$ cat src/demux_pkg.sv
// Shared widths, types and memory-map constants for the core data demux; referenced by scoped names
package demux_pkg;

  // Bus widths
  parameter int unsigned ADDR_WIDTH = 32;
  parameter int unsigned DATA_WIDTH = 32;
  parameter int unsigned BE_WIDTH   = DATA_WIDTH / 8;

  typedef logic [ADDR_WIDTH-1:0] addr_t;
  typedef logic [DATA_WIDTH-1:0] data_t;
  typedef logic [BE_WIDTH-1:0]   be_t;
  typedef logic [3:0]            nibble_t;
  typedef logic [5:0]            cluster_id_t;
  typedef logic [11:0]           region_t;

  // Cluster regions start here, four region tags per cluster
  parameter region_t CLUSTER_REGION_BASE = 12'h100;

  // Offsets inside one cluster's group of four
  parameter region_t TCDM_RW_OFS = 12'd0;
  parameter region_t TCDM_TS_OFS = 12'd1;
  parameter region_t DEM_PER_OFS = 12'd2;

  // Inside the peripheral region this bit picks the external block
  parameter int unsigned EXT_SELECT_BIT = 14;

  // Routing targets
  typedef enum logic [1:0] {
    DEST_SH,
    DEST_PE,
    DEST_EXT
  } dest_e;

  // Peripheral transaction controller states
  typedef enum logic [1:0] {
    PE_IDLE,
    PE_PENDING,
    PE_GRANTED
  } pe_state_e;

endpackage

$ cat src/addr_decoder.sv
// Combinational address remap and target decode for core data requests
`timescale 1ns/1ps

module addr_decoder #(
  parameter bit REMAP_ADDRESS = 1'b1
) (
  input  demux_pkg::addr_t       data_add_i,
  input  demux_pkg::nibble_t     base_addr_i,
  input  demux_pkg::cluster_id_t cluster_id_i,
  output demux_pkg::addr_t       addr_o,
  output demux_pkg::dest_e       dest_o
);

  demux_pkg::nibble_t top_nibble;
  demux_pkg::region_t cluster_ofs;
  demux_pkg::region_t tcdm_rw;
  demux_pkg::region_t tcdm_ts;
  demux_pkg::region_t dem_per;
  demux_pkg::region_t region;

  // Swap the top nibble with the base nibble in both directions
  if (REMAP_ADDRESS) begin : gen_remap
    always_comb begin
      if (data_add_i[demux_pkg::ADDR_WIDTH-1 -: 4] == base_addr_i) begin
        top_nibble = 4'b0001;
      end else if (data_add_i[demux_pkg::ADDR_WIDTH-1 -: 4] == 4'b0001) begin
        top_nibble = base_addr_i;
      end else begin
        top_nibble = data_add_i[demux_pkg::ADDR_WIDTH-1 -: 4];
      end
    end
  end else begin : gen_no_remap
    assign top_nibble = data_add_i[demux_pkg::ADDR_WIDTH-1 -: 4];
  end

  assign addr_o = {top_nibble, data_add_i[demux_pkg::ADDR_WIDTH-5:0]};

  // Four region tags per cluster
  assign cluster_ofs = {4'b0000, cluster_id_i, 2'b00};
  assign tcdm_rw     = demux_pkg::CLUSTER_REGION_BASE + cluster_ofs + demux_pkg::TCDM_RW_OFS;
  assign tcdm_ts     = demux_pkg::CLUSTER_REGION_BASE + cluster_ofs + demux_pkg::TCDM_TS_OFS;
  assign dem_per     = demux_pkg::CLUSTER_REGION_BASE + cluster_ofs + demux_pkg::DEM_PER_OFS;
  assign region      = addr_o[demux_pkg::ADDR_WIDTH-1 -: 12];

  always_comb begin
    if (region == tcdm_rw || region == tcdm_ts) begin
      dest_o = demux_pkg::DEST_SH;
    end else if (region == dem_per && addr_o[demux_pkg::EXT_SELECT_BIT]) begin
      dest_o = demux_pkg::DEST_EXT;
    end else begin
      // Rest of the map, peripheral region included, goes to the interconnect
      dest_o = demux_pkg::DEST_PE;
    end
  end

endmodule

$ cat src/demux_router.sv
// Request steering, grant select and response return path between the core and three targets
`timescale 1ns/1ps

module demux_router (
  input  logic               clk,
  input  logic               rst_ni,
  input  logic               data_req_i,
  input  demux_pkg::dest_e   dest_i,
  output logic               data_gnt_o,
  output logic               sh_req_o,
  input  logic               sh_gnt_i,
  output logic               ext_req_o,
  input  logic               ext_gnt_i,
  output logic               pe_req_o,
  input  logic               pe_gnt_i,
  input  logic               sh_r_valid_i,
  input  demux_pkg::data_t   sh_r_rdata_i,
  input  logic               ext_r_valid_i,
  input  demux_pkg::data_t   ext_r_rdata_i,
  input  logic               ext_r_opc_i,
  input  logic               pe_r_valid_i,
  input  demux_pkg::data_t   pe_r_rdata_i,
  input  logic               pe_r_opc_i,
  output logic               data_r_valid_o,
  output demux_pkg::data_t   data_r_rdata_o,
  output logic               data_r_opc_o
);

  demux_pkg::dest_e rsp_dest_q;

  // One target request at a time, chosen by the decoded destination
  assign sh_req_o  = data_req_i && (dest_i == demux_pkg::DEST_SH);
  assign ext_req_o = data_req_i && (dest_i == demux_pkg::DEST_EXT);
  assign pe_req_o  = data_req_i && (dest_i == demux_pkg::DEST_PE);

  always_comb begin
    case (dest_i)
      demux_pkg::DEST_SH:  data_gnt_o = sh_gnt_i;
      demux_pkg::DEST_EXT: data_gnt_o = ext_gnt_i;
      demux_pkg::DEST_PE:  data_gnt_o = pe_gnt_i;
      default:             data_gnt_o = 1'b0;
    endcase
  end

  // Destination of the outstanding request steers its response
  always_ff @(posedge clk or negedge rst_ni) begin
    if (!rst_ni) begin
      rsp_dest_q <= demux_pkg::DEST_SH;
    end else if (data_req_i) begin
      rsp_dest_q <= dest_i;
    end
  end

  always_comb begin
    case (rsp_dest_q)
      demux_pkg::DEST_SH: begin
        data_r_valid_o = sh_r_valid_i;
        data_r_rdata_o = sh_r_rdata_i;
        // Shared memory never flags an error
        data_r_opc_o   = 1'b0;
      end
      demux_pkg::DEST_PE: begin
        data_r_valid_o = pe_r_valid_i;
        data_r_rdata_o = pe_r_rdata_i;
        data_r_opc_o   = pe_r_opc_i;
      end
      demux_pkg::DEST_EXT: begin
        data_r_valid_o = ext_r_valid_i;
        data_r_rdata_o = ext_r_rdata_i;
        data_r_opc_o   = ext_r_opc_i;
      end
      default: begin
        data_r_valid_o = 1'b0;
        data_r_rdata_o = '0;
        data_r_opc_o   = 1'b0;
      end
    endcase
  end

endmodule

$ cat src/pe_port_ctrl.sv
// Peripheral-side transaction FSM with a two-stage response pipeline back to the core
`timescale 1ns/1ps

module pe_port_ctrl (
  input  logic             clk,
  input  logic             rst_ni,
  input  logic             req_i,
  output logic             gnt_o,
  output logic             buf_req_o,
  input  logic             buf_gnt_i,
  input  logic             r_valid_i,
  input  demux_pkg::data_t r_rdata_i,
  input  logic             r_opc_i,
  output logic             rsp_valid_o,
  output demux_pkg::data_t rsp_rdata_o,
  output logic             rsp_opc_o
);

  demux_pkg::pe_state_e state_q, state_d;

  logic             s0_valid_q;
  demux_pkg::data_t s0_rdata_q;
  logic             s0_opc_q;

  always_ff @(posedge clk or negedge rst_ni) begin
    if (!rst_ni) begin
      state_q <= demux_pkg::PE_IDLE;
    end else begin
      state_q <= state_d;
    end
  end

  // Core is granted only once the peripheral has answered
  always_comb begin
    state_d = state_q;
    case (state_q)
      demux_pkg::PE_IDLE: begin
        if (req_i && buf_gnt_i) begin
          state_d = demux_pkg::PE_PENDING;
        end
      end
      demux_pkg::PE_PENDING: begin
        if (r_valid_i) begin
          state_d = demux_pkg::PE_GRANTED;
        end
      end
      demux_pkg::PE_GRANTED: state_d = demux_pkg::PE_IDLE;
      default:               state_d = demux_pkg::PE_IDLE;
    endcase
  end

  assign buf_req_o = req_i && (state_q == demux_pkg::PE_IDLE);
  assign gnt_o     = (state_q == demux_pkg::PE_GRANTED);

  // Two response stages, valid one cycle after the grant cycle
  always_ff @(posedge clk or negedge rst_ni) begin
    if (!rst_ni) begin
      s0_valid_q  <= 1'b0;
      rsp_valid_o <= 1'b0;
    end else begin
      s0_valid_q  <= r_valid_i;
      rsp_valid_o <= s0_valid_q;
    end
  end

  always_ff @(posedge clk) begin
    if (r_valid_i) begin
      s0_rdata_q <= r_rdata_i;
      s0_opc_q   <= r_opc_i;
    end
    if (s0_valid_q) begin
      rsp_rdata_o <= s0_rdata_q;
      rsp_opc_o   <= s0_opc_q;
    end
  end

endmodule

$ cat src/periph_req_buffer.sv
// One-entry request register between the demux and the peripheral interconnect
`timescale 1ns/1ps

module periph_req_buffer (
  input  logic             clk,
  input  logic             rst_ni,
  input  logic             req_i,
  input  demux_pkg::addr_t add_i,
  input  logic             wen_i,
  input  demux_pkg::data_t wdata_i,
  input  demux_pkg::be_t   be_i,
  output logic             gnt_o,
  output logic             req_o,
  output demux_pkg::addr_t add_o,
  output logic             wen_o,
  output demux_pkg::data_t wdata_o,
  output demux_pkg::be_t   be_o,
  input  logic             gnt_i
);

  logic full_q;
  logic push;
  logic pop;

  // Accept only while empty
  assign gnt_o = !full_q;
  assign push  = req_i && !full_q;
  assign pop   = full_q && gnt_i;

  always_ff @(posedge clk or negedge rst_ni) begin
    if (!rst_ni) begin
      full_q <= 1'b0;
    end else if (push) begin
      full_q <= 1'b1;
    end else if (pop) begin
      full_q <= 1'b0;
    end
  end

  // Stored request, stable until downstream grant
  always_ff @(posedge clk) begin
    if (push) begin
      add_o   <= add_i;
      wen_o   <= wen_i;
      wdata_o <= wdata_i;
      be_o    <= be_i;
    end
  end

  assign req_o = full_q;

endmodule

$ cat src/core_demux.sv
// Top level of the core data demux: routes requests to shared memory, peripherals or external block
`timescale 1ns/1ps

module core_demux #(
  parameter bit REMAP_ADDRESS = 1'b1
) (
  input  logic                   clk,
  input  logic                   rst_ni,
  input  demux_pkg::nibble_t     base_addr_i,
  input  demux_pkg::cluster_id_t cluster_id_i,

  // Core side
  input  logic                   data_req_i,
  input  demux_pkg::addr_t       data_add_i,
  input  logic                   data_wen_i,
  input  demux_pkg::data_t       data_wdata_i,
  input  demux_pkg::be_t         data_be_i,
  output logic                   data_gnt_o,
  output logic                   data_r_valid_o,
  output demux_pkg::data_t       data_r_rdata_o,
  output logic                   data_r_opc_o,

  // Shared memory
  output logic                   sh_req_o,
  output demux_pkg::addr_t       sh_add_o,
  output logic                   sh_wen_o,
  output demux_pkg::data_t       sh_wdata_o,
  output demux_pkg::be_t         sh_be_o,
  input  logic                   sh_gnt_i,
  input  logic                   sh_r_valid_i,
  input  demux_pkg::data_t       sh_r_rdata_i,

  // External peripherals
  output logic                   ext_req_o,
  output demux_pkg::addr_t       ext_add_o,
  output logic                   ext_wen_o,
  output demux_pkg::data_t       ext_wdata_o,
  output demux_pkg::be_t         ext_be_o,
  input  logic                   ext_gnt_i,
  input  logic                   ext_r_valid_i,
  input  demux_pkg::data_t       ext_r_rdata_i,
  input  logic                   ext_r_opc_i,

  // Peripheral interconnect
  output logic                   pe_req_o,
  output demux_pkg::addr_t       pe_add_o,
  output logic                   pe_wen_o,
  output demux_pkg::data_t       pe_wdata_o,
  output demux_pkg::be_t         pe_be_o,
  input  logic                   pe_gnt_i,
  input  logic                   pe_r_valid_i,
  input  demux_pkg::data_t       pe_r_rdata_i,
  input  logic                   pe_r_opc_i
);

  demux_pkg::addr_t addr_remap;
  demux_pkg::dest_e dest;
  logic             pe_req;
  logic             pe_gnt;
  logic             pe_rsp_valid;
  demux_pkg::data_t pe_rsp_rdata;
  logic             pe_rsp_opc;
  logic             buf_req;
  logic             buf_gnt;

  addr_decoder #(
    .REMAP_ADDRESS ( REMAP_ADDRESS )
  ) i_addr_decoder (
    .data_add_i   ( data_add_i   ),
    .base_addr_i  ( base_addr_i  ),
    .cluster_id_i ( cluster_id_i ),
    .addr_o       ( addr_remap   ),
    .dest_o       ( dest         )
  );

  // Shared memory and external block see the core payload directly
  assign sh_add_o    = addr_remap;
  assign sh_wen_o    = data_wen_i;
  assign sh_wdata_o  = data_wdata_i;
  assign sh_be_o     = data_be_i;
  assign ext_add_o   = addr_remap;
  assign ext_wen_o   = data_wen_i;
  assign ext_wdata_o = data_wdata_i;
  assign ext_be_o    = data_be_i;

  demux_router i_demux_router (
    .clk            ( clk            ),
    .rst_ni         ( rst_ni         ),
    .data_req_i     ( data_req_i     ),
    .dest_i         ( dest           ),
    .data_gnt_o     ( data_gnt_o     ),
    .sh_req_o       ( sh_req_o       ),
    .sh_gnt_i       ( sh_gnt_i       ),
    .ext_req_o      ( ext_req_o      ),
    .ext_gnt_i      ( ext_gnt_i      ),
    .pe_req_o       ( pe_req         ),
    .pe_gnt_i       ( pe_gnt         ),
    .sh_r_valid_i   ( sh_r_valid_i   ),
    .sh_r_rdata_i   ( sh_r_rdata_i   ),
    .ext_r_valid_i  ( ext_r_valid_i  ),
    .ext_r_rdata_i  ( ext_r_rdata_i  ),
    .ext_r_opc_i    ( ext_r_opc_i    ),
    .pe_r_valid_i   ( pe_rsp_valid   ),
    .pe_r_rdata_i   ( pe_rsp_rdata   ),
    .pe_r_opc_i     ( pe_rsp_opc     ),
    .data_r_valid_o ( data_r_valid_o ),
    .data_r_rdata_o ( data_r_rdata_o ),
    .data_r_opc_o   ( data_r_opc_o   )
  );

  pe_port_ctrl i_pe_port_ctrl (
    .clk         ( clk          ),
    .rst_ni      ( rst_ni       ),
    .req_i       ( pe_req       ),
    .gnt_o       ( pe_gnt       ),
    .buf_req_o   ( buf_req      ),
    .buf_gnt_i   ( buf_gnt      ),
    .r_valid_i   ( pe_r_valid_i ),
    .r_rdata_i   ( pe_r_rdata_i ),
    .r_opc_i     ( pe_r_opc_i   ),
    .rsp_valid_o ( pe_rsp_valid ),
    .rsp_rdata_o ( pe_rsp_rdata ),
    .rsp_opc_o   ( pe_rsp_opc   )
  );

  periph_req_buffer i_periph_req_buffer (
    .clk     ( clk          ),
    .rst_ni  ( rst_ni       ),
    .req_i   ( buf_req      ),
    .add_i   ( addr_remap   ),
    .wen_i   ( data_wen_i   ),
    .wdata_i ( data_wdata_i ),
    .be_i    ( data_be_i    ),
    .gnt_o   ( buf_gnt      ),
    .req_o   ( pe_req_o     ),
    .add_o   ( pe_add_o     ),
    .wen_o   ( pe_wen_o     ),
    .wdata_o ( pe_wdata_o   ),
    .be_o    ( pe_be_o      ),
    .gnt_i   ( pe_gnt_i     )
  );

endmodule

$ cat config.mk
export PLATFORM = sky130hd
export DESIGN_NAME = core_demux
export DESIGN_NICKNAME = d
export VERILOG_FILES = /design/src/demux_pkg.sv /design/src/addr_decoder.sv /design/src/demux_router.sv /design/src/pe_port_ctrl.sv /design/src/periph_req_buffer.sv /design/src/core_demux.sv
export SDC_FILE = /design/constraint.sdc
export NUM_CORES = 1
export LEC_CHECK = 0
export ABC_CLOCK_PERIOD_IN_PS = 4400
export BUFFER_PORTS_ARGS = -buffer_cell sky130_fd_sc_hd__buf_2
export CAP_MARGIN = 5
export CORE_AREA = 2 2 167 169
export DETAILED_ROUTE_END_ITERATION = 6
export DIE_AREA = 0 0 169 171
export SLEW_MARGIN = 0
export SYNTH_ARGS = -nofsm -noshare
export SYNTH_HDL_FRONTEND = slang
export SYNTH_SLANG_ARGS = --single-unit
$ cat constraint.sdc
create_clock -name clk -period 4.4 [get_ports clk]
set_input_delay 0.88 -clock clk [delete_from_list [all_inputs] [get_ports clk]]
set_output_delay 0.88 -clock clk [all_outputs]
set_load 0.03 [all_outputs]
==> key figures <==
Run status
  • Outcome: complete, but fails checks
  • Failing checks: DRC

Clocking
  • Clock Sink Count: 142
  • Clock Root Buffer: clkbuf_16
  • Worst skew pair latency: 0.42 ns
  • H-tree depth: 4
  • Post-CTS setup buffer count: 0
  • CTS Hold Buffers Added: 0
  • Clk slew on worst S/H paths: 0.06 ns
  • CTS buffer count: 17
  • Max Root-Sink Buffers: 2
  • Cts repair resizes: 0
  • TritonCTS clock tree: built

STA
  • Rel. slew slack: 0.2013
  • Slew Viols, Final: 0
  • Worst hold slack: 0.2978 ns
  • Fmax: 316.3 MHz
  • Final hold violation count: 0
  • Final setup violation count: 0
  • Clk_skew: 0.01190 ns
  • Tmin final: 3.162 ns
  • RSZ-0062 raised after global routing: no
  • Tightest Pin Transition: 1.198 ns
  • Final worst path period share: 0.7185
  • Final worst slack: 1.238 ns
  • Final setup TNS: 0 ns

Placed design
  • GPL Wtd Cong: 0.8416
  • Post-placement cell count: 1047
  • PortBufs: 430
  • Place WS: 1.165 ns
  • Post-DP HPWL: 14.58 mm

Yosys
  • Synth warn: 0
  • Mapped Nets: 605
  • Most used flip-flop cell after synthesis: edfxtp_1
  • Avg Synthesized Cell Area: 14.89 µm²
  • Unique masters post-synth: 30
  • Synthesized area: 0.006180 mm²
  • Post-synth EDFFs: 135
  • Sequential fraction of the synthesis area: 0.6843
  • Top post-synthesis cells by area: edfxtp_1 66%, buf_4 16%, a222oi_1 5.3%
  • Yosys top cell area share: 0.6560
  • Asr flop ratio synth: 0.04930
  • FF+latch count, synth: 142
  • Leading area contributor after synthesis: edfxtp_1
  • Mapped Cells: 415

Setup path
  • Worst-path maximum fanout: 5
  • Reg2reg start: i_pe_port_ctrl.state_q[1]
  • CP top delay family: compound AO/OA/AOI/OAI gates
  • Crit path buf inv count: 2
  • WS Path Type: in2out
  • WP depth: 6
  • CP startpoint: data_add_i[23]
  • R2R setup slack: 2.17 ns
  • Most frequent cell on the critical path: buf_2
  • Nature of the critical path endpoint: primary output
  • FF-to-FF path depth: 4
  • CP startpoint kind: input port
  • Worst stage delay on the critical path: 0.54 ns
  • Reg-to-reg endpoint: i_periph_req_buffer.wdata_o[8]
  • Worst Path Required: 3.52 ns
  • Worst path cell trace: buf_2 > xnor2_1 > nand2_1 > a2111oi_4 > o2bb2ai_1 > buf_2
  • Worst path slowest cell: a2111oi_4
  • Worst EP arrival: 2.28 ns
  • Critical path endpoint: data_gnt_o

Global route
  • Largest net degree at the start of global routing: 39
  • Initial antenna violation count: 1
  • Vias in the first global route: 4020
  • Total GRT Usage: 0.1193
  • First-pass GRT wire length: 24.76 mm
  • Total gr overflow: 0

Flow run
  • Max_cap viols: 0

Die
  • Core ar.: 0.02732 mm²
  • Die area: 0.02890 mm²
  • Die X: 169 µm
  • I/O Pins: 431
  • Initial Util: 0.2262
  • Row count: 61
  • Die extent in y: 171 µm

Pwr
  • Leak pwr: 3.824 nW
  • Switching Share: 0.3321
  • Pwr dens: 520.1 mW/mm²
  • VDD IR-drop max: 244.8 µV
  • Sequential fraction of design power: 0.412
  • Clock Power Share: 0.351
  • Power Internal: 0.002904 W
  • P_sw: 0.001444 W
  • Combinational Power Share: 0.237

Route
  • DRC viols: 5
  • Detailed Routing Iterations Pass 1: 7
  • Vias per cell: 4.057
  • First-iteration detailed-routing DRC count: 370
  • Total Wirelength: 18.55 mm
  • Avg WL per Cell: 17.19 µm
  • Remaining antenna violation count: 0
  • DR vias: 4377

Finish
  • Fin nets: 910
  • Most frequent cells in the layout: 430 x buf_2, 135 x edfxtp_1, 40 x nor2_1, 33 x a222oi_1, 17 x clkbuf_16
  • Ratio of cells with drive above 1 in the final layout: 0.6453
  • Commonest non-fill, non-tap cell in the layout: buf_2
  • Synth-to-layout area growth: 35.27%
  • Non-filler cells, final: 1079
  • Antenna cell count: 0

Min path
  • Hold crit path type: in2async
## power groups by stage
stage	Combinational (W)	Sequential (W)	Clock, W
after CTS	0.00104	0.00180	0.00157
after floorplan	0.000438	0.00210	0
after global routing	0.00108	0.00181	0.00163
after global placement	0.00104	0.00182	0
final	0.00103	0.00179	0.00152
after detailed placement	0.00104	0.00182	0
## metrics by stage
stage	area (µm²)	utilization	total power (W)
2_1_floorplan	6182	-	0.002542
4_1_cts	8359	0.3059	0.004409
6_report	8359	0.3059	0.004348
5_1_grt	8359	0.3059	0.004529
3_5_place_dp	7751	0.2837	0.002867
3_3_place_gp	7751	0.2837	0.002854
## how the worst min path moves through the flow
| stage | endpoint | slack [ns] | cells past startpoint | startpoint |
|---|---|---|---|---|
| floorplan | i_pe_port_ctrl.rsp_opc_o | 0.40 | 0 | i_pe_port_ctrl.s0_opc_q |
| global placement | i_pe_port_ctrl.rsp_valid_o | 0.36 | 0 | i_pe_port_ctrl.s0_valid_q |
| detailed placement | i_pe_port_ctrl.rsp_valid_o | 0.36 | 0 | i_pe_port_ctrl.s0_valid_q |
| CTS | i_demux_router.rsp_dest_q[1] | 0.28 | 1 | rst_ni |
| global route | i_demux_router.rsp_dest_q[1] | 0.29 | 1 | rst_ni |
| finish | i_periph_req_buffer.req_o | 0.30 | 1 | rst_ni |
## per-layer routing
layer | vias to the layer above | track usage | share of wire
met5 | - | 0 | 0.00070
met4 | 2 | 0.03233 | 0.010
met3 | 9 | 0.03308 | 0.073
met2 | 256 | 0.2106 | 0.51
met1 | 2083 | 0.1431 | 0.41
li1 | 2027 | - | -
## cells in the mapped netlist, types with 2 or more instances
cell	instances
xnor2_2	2
edfxtp_1	135
clkbuf_1	14
buf_4	134
a31oi_1	2
nand4_2	2
ha_1	4
nor2_1	41
dfrtp_1	7
o22ai_1	2
nor2b_1	2
xnor2_1	8
nand2_1	3
nand2b_1	3
buf_1	2
and3b_1	2
a222oi_1	33
inv_1	7
## registers in the layout, indices dropped and copies added, names as in the netlist, 2 cells and up
signal	flops
i_pe_port_ctrl.s0_rdata_q	32
i_pe_port_ctrl.state_q	2
i_periph_req_buffer.add_o	32
i_demux_router.rsp_dest_q	2
i_pe_port_ctrl.rsp_rdata_o	32
i_periph_req_buffer.wdata_o	32
i_periph_req_buffer.be_o	4
## logic make-up after synthesis
group | share of synthesized area
DFF | 0.6843
AOI/OAI and AO/OA | 0.07046
buffers and inverters | 0.1768
xor gates and xnor gates | 0.01660
adders and majority gates | 0.008099
and+or+nand+nor | 0.04373
## layout make-up
| class | count | area [µm²] |
|---|---|---|
| Fill cell | 2806 | 18960 |
| Sequential cell | 142 | 4229 |
| Timing Repair Buffer | 436 | 2197 |
| Multi-Input combinational cell | 116 | 865.8 |
| Tap cell | 346 | 432.9 |
| Clock buffer | 17 | 425.4 |
| Clock inverter | 15 | 182.7 |
| Inverter | 7 | 26.28 |
No activity file was read; power rests on OpenSTA's default activity.
